## src/rtl/uart_pkg.sv

```systemverilog
package uart_pkg;

    // one serial data byte.
    typedef logic [7:0] byte_t;

    // parity mode shared by transmitter and receiver.
    typedef enum logic [1:0] {
        parity_none = 2'd0,
        parity_even = 2'd1,
        parity_odd  = 2'd2
    } parity_e;

    // transmitter frame position.
    typedef enum logic [2:0] {
        txs_idle   = 3'd0,
        txs_start  = 3'd1,
        txs_data   = 3'd2,
        txs_parity = 3'd3,
        txs_stop   = 3'd4
    } tx_state_e;

    // receiver frame position.
    typedef enum logic [2:0] {
        rxs_idle   = 3'd0,
        rxs_start  = 3'd1,
        rxs_data   = 3'd2,
        rxs_parity = 3'd3,
        rxs_stop   = 3'd4
    } rx_state_e;

    // byte sequencer steps.
    typedef enum logic [1:0] {
        seq_init      = 2'd0,
        seq_launch    = 2'd1,
        seq_wait_busy = 2'd2,
        seq_wait_idle = 2'd3
    } seq_state_e;

    // one received byte with its error flags, 10 bits in all.
    typedef struct packed {
        byte_t data;
        logic  parity_error;
        logic  frame_error;
    } rx_status_t;

endpackage

```

## src/rtl/uart_tx.sv

```systemverilog
`timescale 1ns/1ps

module uart_tx import uart_pkg::*; #(
    parameter int      CLKS_PER_BIT = 8,
    parameter parity_e PARITY       = parity_even
) (
    input  logic  clk,
    input  logic  rst,
    input  logic  tx_start,
    input  byte_t tx_data,
    output logic  txd,
    output logic  tx_busy
);

    // bit-period counter width, at least one bit.
    localparam int CNT_W = (CLKS_PER_BIT > 2) ? $clog2(CLKS_PER_BIT) : 1;
    localparam logic [CNT_W-1:0] BIT_LAST = CNT_W'(CLKS_PER_BIT - 1);

    tx_state_e        state;
    logic [CNT_W-1:0] cnt;
    logic [2:0]       bit_idx;
    byte_t            shift_reg;
    logic             par_bit;

    always_ff @(posedge clk) begin
        if (rst) begin
            state   <= txs_idle;
            txd     <= 1'b1;
            tx_busy <= 1'b0;
        end else begin
            case (state)
                txs_idle: begin
                    // a strobe is only taken while idle.
                    if (tx_start) begin
                        state     <= txs_start;
                        txd       <= 1'b0;
                        tx_busy   <= 1'b1;
                        cnt       <= '0;
                        shift_reg <= tx_data;
                        // odd mode inverts the plain xor.
                        par_bit   <= (^tx_data) ^ (PARITY == parity_odd);
                    end
                end
                default: begin
                    if (cnt != BIT_LAST) begin
                        cnt <= cnt + 1'b1;
                    end else begin
                        // end of the current bit period.
                        cnt <= '0;
                        case (state)
                            txs_start: begin
                                state   <= txs_data;
                                bit_idx <= '0;
                                txd     <= shift_reg[0];
                            end
                            txs_data: begin
                                if (bit_idx == 3'd7) begin
                                    if (PARITY != parity_none) begin
                                        state <= txs_parity;
                                        txd   <= par_bit;
                                    end else begin
                                        state <= txs_stop;
                                        txd   <= 1'b1;
                                    end
                                end else begin
                                    // lsb first, next bit moves to position 0.
                                    bit_idx   <= bit_idx + 1'b1;
                                    shift_reg <= shift_reg >> 1;
                                    txd       <= shift_reg[1];
                                end
                            end
                            txs_parity: begin
                                state <= txs_stop;
                                txd   <= 1'b1;
                            end
                            default: begin
                                // stop bit done, line stays high.
                                state   <= txs_idle;
                                tx_busy <= 1'b0;
                            end
                        endcase
                    end
                end
            endcase
        end
    end

endmodule

```

## src/rtl/uart_rx.sv

```systemverilog
`timescale 1ns/1ps

module uart_rx import uart_pkg::*; #(
    parameter int      CLKS_PER_BIT = 8,
    parameter parity_e PARITY       = parity_even
) (
    input  logic       clk,
    input  logic       rst,
    input  logic       rxd,
    output logic       rx_valid,
    output rx_status_t rx_status
);

    localparam int CNT_W = (CLKS_PER_BIT > 2) ? $clog2(CLKS_PER_BIT) : 1;
    // first sample lands half a bit after the edge.
    localparam logic [CNT_W-1:0] HALF_LAST = CNT_W'(CLKS_PER_BIT / 2 - 1);
    localparam logic [CNT_W-1:0] BIT_LAST  = CNT_W'(CLKS_PER_BIT - 1);

    rx_state_e        state;
    logic [1:0]       sync;
    logic             rxd_prev;
    logic             rxd_s;
    logic             fall;
    logic [CNT_W-1:0] cnt;
    logic [2:0]       bit_idx;
    byte_t            shift_reg;
    logic             par_acc;
    logic             par_err;

    // synchronized line and its falling edge.
    assign rxd_s = sync[1];
    assign fall  = rxd_prev & ~rxd_s;

    always_ff @(posedge clk) begin
        if (rst) begin
            // idle line is high.
            sync      <= 2'b11;
            rxd_prev  <= 1'b1;
            state     <= rxs_idle;
            rx_valid  <= 1'b0;
            rx_status <= '0;
        end else begin
            sync     <= {sync[0], rxd};
            rxd_prev <= rxd_s;
            rx_valid <= 1'b0;
            case (state)
                rxs_idle: begin
                    if (fall) begin
                        state <= rxs_start;
                        cnt   <= '0;
                    end
                end
                rxs_start: begin
                    if (cnt != HALF_LAST) begin
                        cnt <= cnt + 1'b1;
                    end else if (rxd_s) begin
                        // high at mid start bit, a glitch.
                        state <= rxs_idle;
                    end else begin
                        state   <= rxs_data;
                        cnt     <= '0;
                        bit_idx <= '0;
                        par_acc <= 1'b0;
                        par_err <= 1'b0;
                    end
                end
                default: begin
                    if (cnt != BIT_LAST) begin
                        cnt <= cnt + 1'b1;
                    end else begin
                        // mid-bit sample point.
                        cnt <= '0;
                        case (state)
                            rxs_data: begin
                                shift_reg <= {rxd_s, shift_reg[7:1]};
                                par_acc   <= par_acc ^ rxd_s;
                                bit_idx   <= bit_idx + 1'b1;
                                if (bit_idx == 3'd7) begin
                                    state <= (PARITY != parity_none) ? rxs_parity : rxs_stop;
                                end
                            end
                            rxs_parity: begin
                                // even mode expects a zero xor over data and parity.
                                par_err <= (par_acc ^ rxd_s) ^ (PARITY == parity_odd);
                                state   <= rxs_stop;
                            end
                            default: begin
                                rx_status.data         <= shift_reg;
                                rx_status.parity_error <= par_err;
                                rx_status.frame_error  <= ~rxd_s;
                                rx_valid               <= 1'b1;
                                state                  <= rxs_idle;
                            end
                        endcase
                    end
                end
            endcase
        end
    end

endmodule

```

## src/rtl/pattern_sender.sv

```systemverilog
`timescale 1ns/1ps

module pattern_sender import uart_pkg::*; #(
    parameter int STARTUP_CYCLES = 1000
) (
    input  logic  clk,
    input  logic  rst,
    input  logic  tx_busy,
    output logic  tx_start,
    output byte_t tx_data,
    output logic  ready
);

    // delay counter sized to hold the full delay.
    localparam int DLY_W = (STARTUP_CYCLES > 1) ? $clog2(STARTUP_CYCLES + 1) : 1;
    localparam logic [DLY_W-1:0] DLY_LAST = DLY_W'(STARTUP_CYCLES - 1);

    seq_state_e       state;
    logic [DLY_W-1:0] dly_cnt;

    // one-cycle strobe while in launch.
    assign tx_start = (state == seq_launch);
    // ready stays high once the delay is over.
    assign ready    = (state != seq_init);

    always_ff @(posedge clk) begin
        if (rst) begin
            state   <= seq_init;
            dly_cnt <= '0;
            tx_data <= '0;
        end else begin
            case (state)
                seq_init: begin
                    dly_cnt <= dly_cnt + 1'b1;
                    if (dly_cnt == DLY_LAST) begin
                        state <= seq_launch;
                    end
                end
                seq_launch: begin
                    // transmitter takes the byte on this edge.
                    state <= seq_wait_busy;
                end
                seq_wait_busy: begin
                    // busy rises one cycle after the strobe.
                    if (tx_busy) begin
                        state <= seq_wait_idle;
                    end
                end
                default: begin
                    // frame over, next byte wraps at 0xff.
                    if (!tx_busy) begin
                        tx_data <= tx_data + 1'b1;
                        state   <= seq_launch;
                    end
                end
            endcase
        end
    end

endmodule

```

## src/rtl/uart_top.sv

```systemverilog
`timescale 1ns/1ps

module uart_top import uart_pkg::*; #(
    parameter int      CLKS_PER_BIT   = 8,
    parameter parity_e PARITY         = parity_even,
    parameter int      STARTUP_CYCLES = 1000
) (
    input  logic       clk,
    input  logic       rst,
    input  logic       rxd,
    output logic       txd,
    output logic       ready,
    output logic       rx_valid,
    output rx_status_t rx_status
);

    // sequencer to transmitter handshake.
    logic  tx_start;
    logic  tx_busy;
    byte_t tx_data;

    // byte pattern after the start-up delay.
    pattern_sender #(
        .STARTUP_CYCLES (STARTUP_CYCLES)
    ) u_sender (
        .clk      (clk),
        .rst      (rst),
        .tx_busy  (tx_busy),
        .tx_start (tx_start),
        .tx_data  (tx_data),
        .ready    (ready)
    );

    // serial output path.
    uart_tx #(
        .CLKS_PER_BIT (CLKS_PER_BIT),
        .PARITY       (PARITY)
    ) u_tx (
        .clk      (clk),
        .rst      (rst),
        .tx_start (tx_start),
        .tx_data  (tx_data),
        .txd      (txd),
        .tx_busy  (tx_busy)
    );

    // serial input path, status goes straight out.
    uart_rx #(
        .CLKS_PER_BIT (CLKS_PER_BIT),
        .PARITY       (PARITY)
    ) u_rx (
        .clk       (clk),
        .rst       (rst),
        .rxd       (rxd),
        .rx_valid  (rx_valid),
        .rx_status (rx_status)
    );

endmodule

```

## config.mk

```make
export PLATFORM = sky130hd
export DESIGN_NAME = uart_top
export DESIGN_NICKNAME = d
export VERILOG_FILES = /design/src/rtl/uart_pkg.sv /design/src/rtl/uart_tx.sv /design/src/rtl/uart_rx.sv /design/src/rtl/pattern_sender.sv /design/src/rtl/uart_top.sv
export SDC_FILE = /design/constraint.sdc
export NUM_CORES = 1
export LEC_CHECK = 0
export ABC_CLOCK_PERIOD_IN_PS = 5780
export BUFFER_PORTS_ARGS = -buffer_cell sky130_fd_sc_hd__buf_2
export CAP_MARGIN = 20
export CORE_MARGIN = 2
export CORE_UTILIZATION = 44
export DETAILED_ROUTE_END_ITERATION = 8
export PLACE_DENSITY_LB_ADDON = 0.2
export SYNTH_ARGS = -nofsm -noshare
export SYNTH_HDL_FRONTEND = slang
export SYNTH_SLANG_ARGS = --single-unit
export TNS_END_PERCENT = 10
```

## constraint.sdc

```tcl
create_clock -name clk -period 5.78 [get_ports clk]
set_clock_uncertainty 0.15 [all_clocks]
set_input_delay 0.578 -clock clk [delete_from_list [all_inputs] [get_ports clk]]
set_output_delay 0.578 -clock clk [all_outputs]
set_load 0.03 [all_outputs]
```

# Yosys cells after proc, flatten, opt, wreduce, memory -nomap -nowiden
# Cells that the tools add are included.
# classes
n_addsub	6
n_eq_ne	30
muxes	53
bitwise	12
n_reduce_logical	30
# ops
cell	n
$mux W3	19
$mux W8	5
$pmux W3 S2	5
$reduce_and A3 Y1	7
$mux W1	15
$ne A2 B2 Y1 const B	7
$add A3 B1 Y3 const B	4
$eq A3 B2 Y1 const B	4
$ne A3 B3 Y1 const B	4
$reduce_and A6 Y1	2
$add A10 B1 Y10 const B	1
$eq A10 B10 Y1 const B	1
$not A1 Y1	10
$reduce_and A5 Y1	2
$reduce_bool A2 Y1	5
$pmux W3 S3	1
$add A8 B1 Y8 const B	1
$mux W2	4
$ne A2 B1 Y1 const B	4
$reduce_and A4 Y1	2
$reduce_xor A8 Y1	1
$eq A3 B1 Y1 const B	2
$eq A3 B3 Y1 const B	2
$logic_not A3 Y1	2
16 further kinds	21
# totals
regBits	73
out_inout_bits	13

# Longest topological paths before layout
# depth
depth_word	5
depth_mapped	7

# Modules after synthesis
# Synthesis repeated with hierarchy kept, for this count alone.
# hier_totals
cells_unflattened	315
area_unflattened_um2	3415.8
# by_module_without_submodules
mod	n_inst	cells_each	area_per_inst_um2	seq_area_each_um2
uart_rx	1	122	1395.1	820.8
uart_tx	1	89	1061.0	550.5
pattern_sender	1	104	959.7	400.4

# Least setup slack after synthesis
# Ideal clock, no wire load.
# synth_path
path_kind	reg2reg
start	reg u_tx.bit_idx[0]
end	reg u_tx.shift_reg[0] (enable)
setup_time_ns	0.420
arrival_time_ns	2.431
required_ns	5.210
setup_slack_ns	2.780
stages_incl_launch_ff	5
path_buffers	0
period_less_slack_ns	3.000
cell_sequence	edfxtp_1 > ha_1 > ha_1 > nand3b_1 > a2111oi_0
# synth_between
elab_chain_cells	3
# synth_rtl
item	line	text
start, declared	uart_tx.sv:21	logic [2:0] bit_idx;
start signal, assigned	uart_tx.sv:67	bit_idx <= bit_idx + 1'b1;
$eq A3 B3 Y1	uart_tx.sv:57	if (bit_idx == 3'd7) begin
$ne A2 B2 Y1 (no source line)	--	
$reduce_and A5 Y1 (no source line)	--	
end signal, assigned	uart_tx.sv:39	shift_reg <= tx_data;
end signal, assigned	uart_tx.sv:68	shift_reg <= shift_reg >> 1;
end, declared	uart_tx.sv:22	byte_t shift_reg;
# No other way between the ends.
# A chain may end at the register's enable or synchronous reset.

# Worst setup path after layout
# layout_path
start	reg u_rx.cnt[0]
end	reg u_rx.shift_reg[7] (enable)
# layout_between
elab_chain_cells	3
# layout_rtl
item	line	text
start, declared	uart_rx.sv:24	logic [CNT_W-1:0] cnt;
start signal, assigned	uart_rx.sv:55	cnt <= cnt + 1'b1;
start signal, assigned	uart_rx.sv:69	cnt <= cnt + 1'b1;
$ne A3 B3 Y1	uart_rx.sv:68	if (cnt != BIT_LAST) begin
$not A1 Y1 (no source line)	--	
$reduce_and A4 Y1 (no source line)	--	
end signal, assigned	uart_rx.sv:75	shift_reg <= {rxd_s, shift_reg[7:1]};
end, declared	uart_rx.sv:26	byte_t shift_reg;
# No other way between the ends.

==> reports/qor.csv <==
stage,metric,value,unit
global_routing,grt_pass1_wl,9330,um
worst_hold_path,hold_class,primary input to flop,
cells_and_area,nFillCells,678,
cts,root_buffer,clkbuf_8,
worst_setup_path,crit_path_end_kind,flop,
cells_and_area,drive_gt1_frac,0.148,
global_routing,grt_max_degree,52,
sta,fin_ws,3.25,ns
global_routing,grt_usage,0.142,
floorplanning,core-area,7250,um2
power_and_ir_drop,combPwrFrac,0.019,
synth,synth_seq_area_share,0.540,
floorplanning,row_count,31,
sta,slew_viol_final,0,
detailed_routing,wirelength,5220,um
power_and_ir_drop,pwr_density_cell,274,nW/um2
cells_and_area,area_delta_synth_final,10.8,%
synth,synth_top_area_frac,0.284,
detailed_routing,vias_per_cell,4.97,
sta,finalHoldViolCount,0,
power_and_ir_drop,switchingPower,0.000206,W
detailed_routing,wl_met1,2590,um
power_and_ir_drop,clkPwrFrac,0.435,
detailed_routing,vias,2106,
sta,layout_min_cycle_time,2.53,ns
cells_and_area,diodes,0,
cts,clockBufferDepth,2,
sta,fin_crit_sh,0.437,
detailed_routing,dr.max_layer_used,met4,
sta,tightest_slew,1.04,ns
placement,io_buffer_count,15,
global_routing,overflow,0,
detailed_routing,drt_iter0_drc,90,
cts,cts_buffers,9,
synth,synth_warnings,0,
synth,yosysTopAreaCell,edfxtp_1,
cts,post_cts.repair.setup_buffers,0,
synth,yosys_register_bits,73,
cells_and_area,post-route-util,0.501,
worst_setup_path,critPathRequiredTime,5.59,ns
placement,dp_slack,3.25,ns
synth,ys_top_cells_by_area,"edfxtp_1 (28%), dfxtp_1 (26%), ha_1 (7.2%)",
placement,hpwl,3460,um
power_and_ir_drop,intPower,0.000788,W
synth,syn-cell-area,3280,um2
sta,setup_viol,0,
worst_setup_path,r2r_cells,5,
cells_and_area,nets,342,
placement,globalplace.congestion,0.807,
sta,max_freq,396,MHz
synth,ys_types,43,
detailed_routing,first_pass_iters,4,
cells_and_area,top_regs,"u_rx.rx_status (10), u_sender.dly_cnt (10)",
worst_setup_path,ff2ff_setup_slack,3.25,ns
floorplanning,die_area,8160,um2
worst_setup_path,arrival,2.34,ns
detailed_routing,ant_nets,0,
sta,tns,0,ns
outcome,status,completed,
synth,avgSynthCellArea,10.6,um2
sta,relSlewSlack,0.301,
power_and_ir_drop,power_switching_share,0.207,
cts,cts_hold_buf,0,
floorplanning,die_h,90.3,um
cts,htree_levels,3,
cts,clk_latency,0.34,ns
global_routing,grt_pass1_vias,2071,
detailed_routing,drc,0,
cts,clock-sinks,73,
global_routing,antenna_found_initial,0,
floorplanning,ios,16,
power_and_ir_drop,ir_worst_vdd,185,uV
worst_setup_path,crit_type,flop to flop,
detailed_routing,routedWlPerCell,12.3,um
power_and_ir_drop,static-leakage-power,1.33,nW
worst_setup_path,crit_fanout,8,
worst_hold_path,hold_depth,2,
synth,syn-num-nets,331,
floorplanning,initial_core_util,0.452,
worst_setup_path,cp-start-kind,flop,
sta,grt_setup_unrepaired,no,
cts,cts_tree,built,
floorplanning,die_x,90.3,um
cts,cts_resized,0,
detailed_routing,met3_wirelength,167,um
run,drv_cap,0,
cts,clk_pin_slew,0.08,ns
synth,synth_cells,309,
power_and_ir_drop,p_seq_frac,0.546,
detailed_routing,route.met2.wl,2390,um
==> critical path: stages (launching register included) <==
cell	delay, ns
edfxtp_1	0.36
ha_1	0.20
ha_1	0.25
nand2_1	0.09
or2_2	0.30
nor3_1	0.80
==> final cells by class <==
class / instances / area [um2] / share of cell area
tap: 99 / 124 / 0.0341
sequential: 73 / 1770 / 0.488
clock inverter: 7 / 93.8 / 0.0258
multi-input combinational: 211 / 1400 / 0.386
timing repair buffer: 16 / 82.6 / 0.0227
clock buffer: 9 / 124 / 0.0341
inverter: 9 / 33.8 / 0.00930
==> stage by stage <==
stage	instance area (um2)	total power, W	hold WS [ns]	instances
floorplan	3280	0.000568	0.239	309
global placement	3410	0.000573	0.241	408
detailed placement	3410	0.000574	0.243	408
CTS	3630	0.00101	0.243	424
global route	3630	0.00103	0.259	424
finish	3630	0.000994	0.262	424
==> path summary, 6_finish.rpt <==
path	startpoint	to
worst max register to register	u_rx.cnt[0]	u_rx.shift_reg[7]
worst max-delay path	u_rx.cnt[0]	u_rx.shift_reg[7]
worst min register to register	u_rx.sync[0]	u_rx.sync[1]
worst min-delay path	rxd	u_rx.sync[0]
==> layout by cell type (no fill, tap or decap), types with 9 or more instances in the layout <==
cell      count
nand2_1      36
edfxtp_1     31
ha_1         19
clkbuf_8      9
xnor2_1       9
nor2_1       27
dfxtp_1      42
buf_2        15
a21oi_1      26
==> metal layers <==
metal / vias to the layer above / track usage
met3: 8 / 0.0509
li1: 1101 / -
met4: 0 / 0.0462
met5: - / 0
met2: 21 / 0.230
met1: 976 / 0.178
==> logic make-up (layout without fill, tap and decap cells) <==
group,count (synthesis),count (layout),synth area share
and+or+nand+nor,115,115,0.178
DFF,73,73,0.540
AOI/OAI and AO/OA,46,46,0.0839
buffers and inverters,25,41,0.0340
adders and majority gates,19,19,0.0725
xor gates and xnor gates,17,17,0.0454
muxes,14,14,0.0458
==> synth_stat cells (all sizes together) <==
library cell / number
nor3b: 4
inv: 9
or3: 4
nor2b: 5
nand3: 5
dfxtp: 42
a41oi: 2
nor3: 6
a21oi: 26
buf: 5
ha: 19
and2: 2
o221ai: 1
o21ai: 9
nand2b: 5
or4: 1
a2111oi: 2
mux2i: 6
a21boi: 3
nand3b: 2
clkbuf: 11
xor2: 8
o31a: 1
or4b: 1
edfxtp: 31
or2: 4
nor2: 28
a211oi: 2
nand4: 6
and3: 3
nand2: 36
nand4bb: 1
mux2: 8
nor4: 2
xnor2: 9
==> power groups by stage <==
| stage | registers, W | clock network [W] | logic (W) |
|---|---|---|---|
| after detailed placement | 0.000554 | 0 | 0.0000197 |
| after floorplan | 0.000552 | 0 | 0.0000159 |
| after CTS | 0.000542 | 0.000446 | 0.0000198 |
| final | 0.000542 | 0.000432 | 0.0000193 |
| after global placement | 0.000554 | 0 | 0.0000191 |
| after global routing | 0.000543 | 0.000467 | 0.0000226 |
Note: power is estimated with default switching activity, not from simulation.
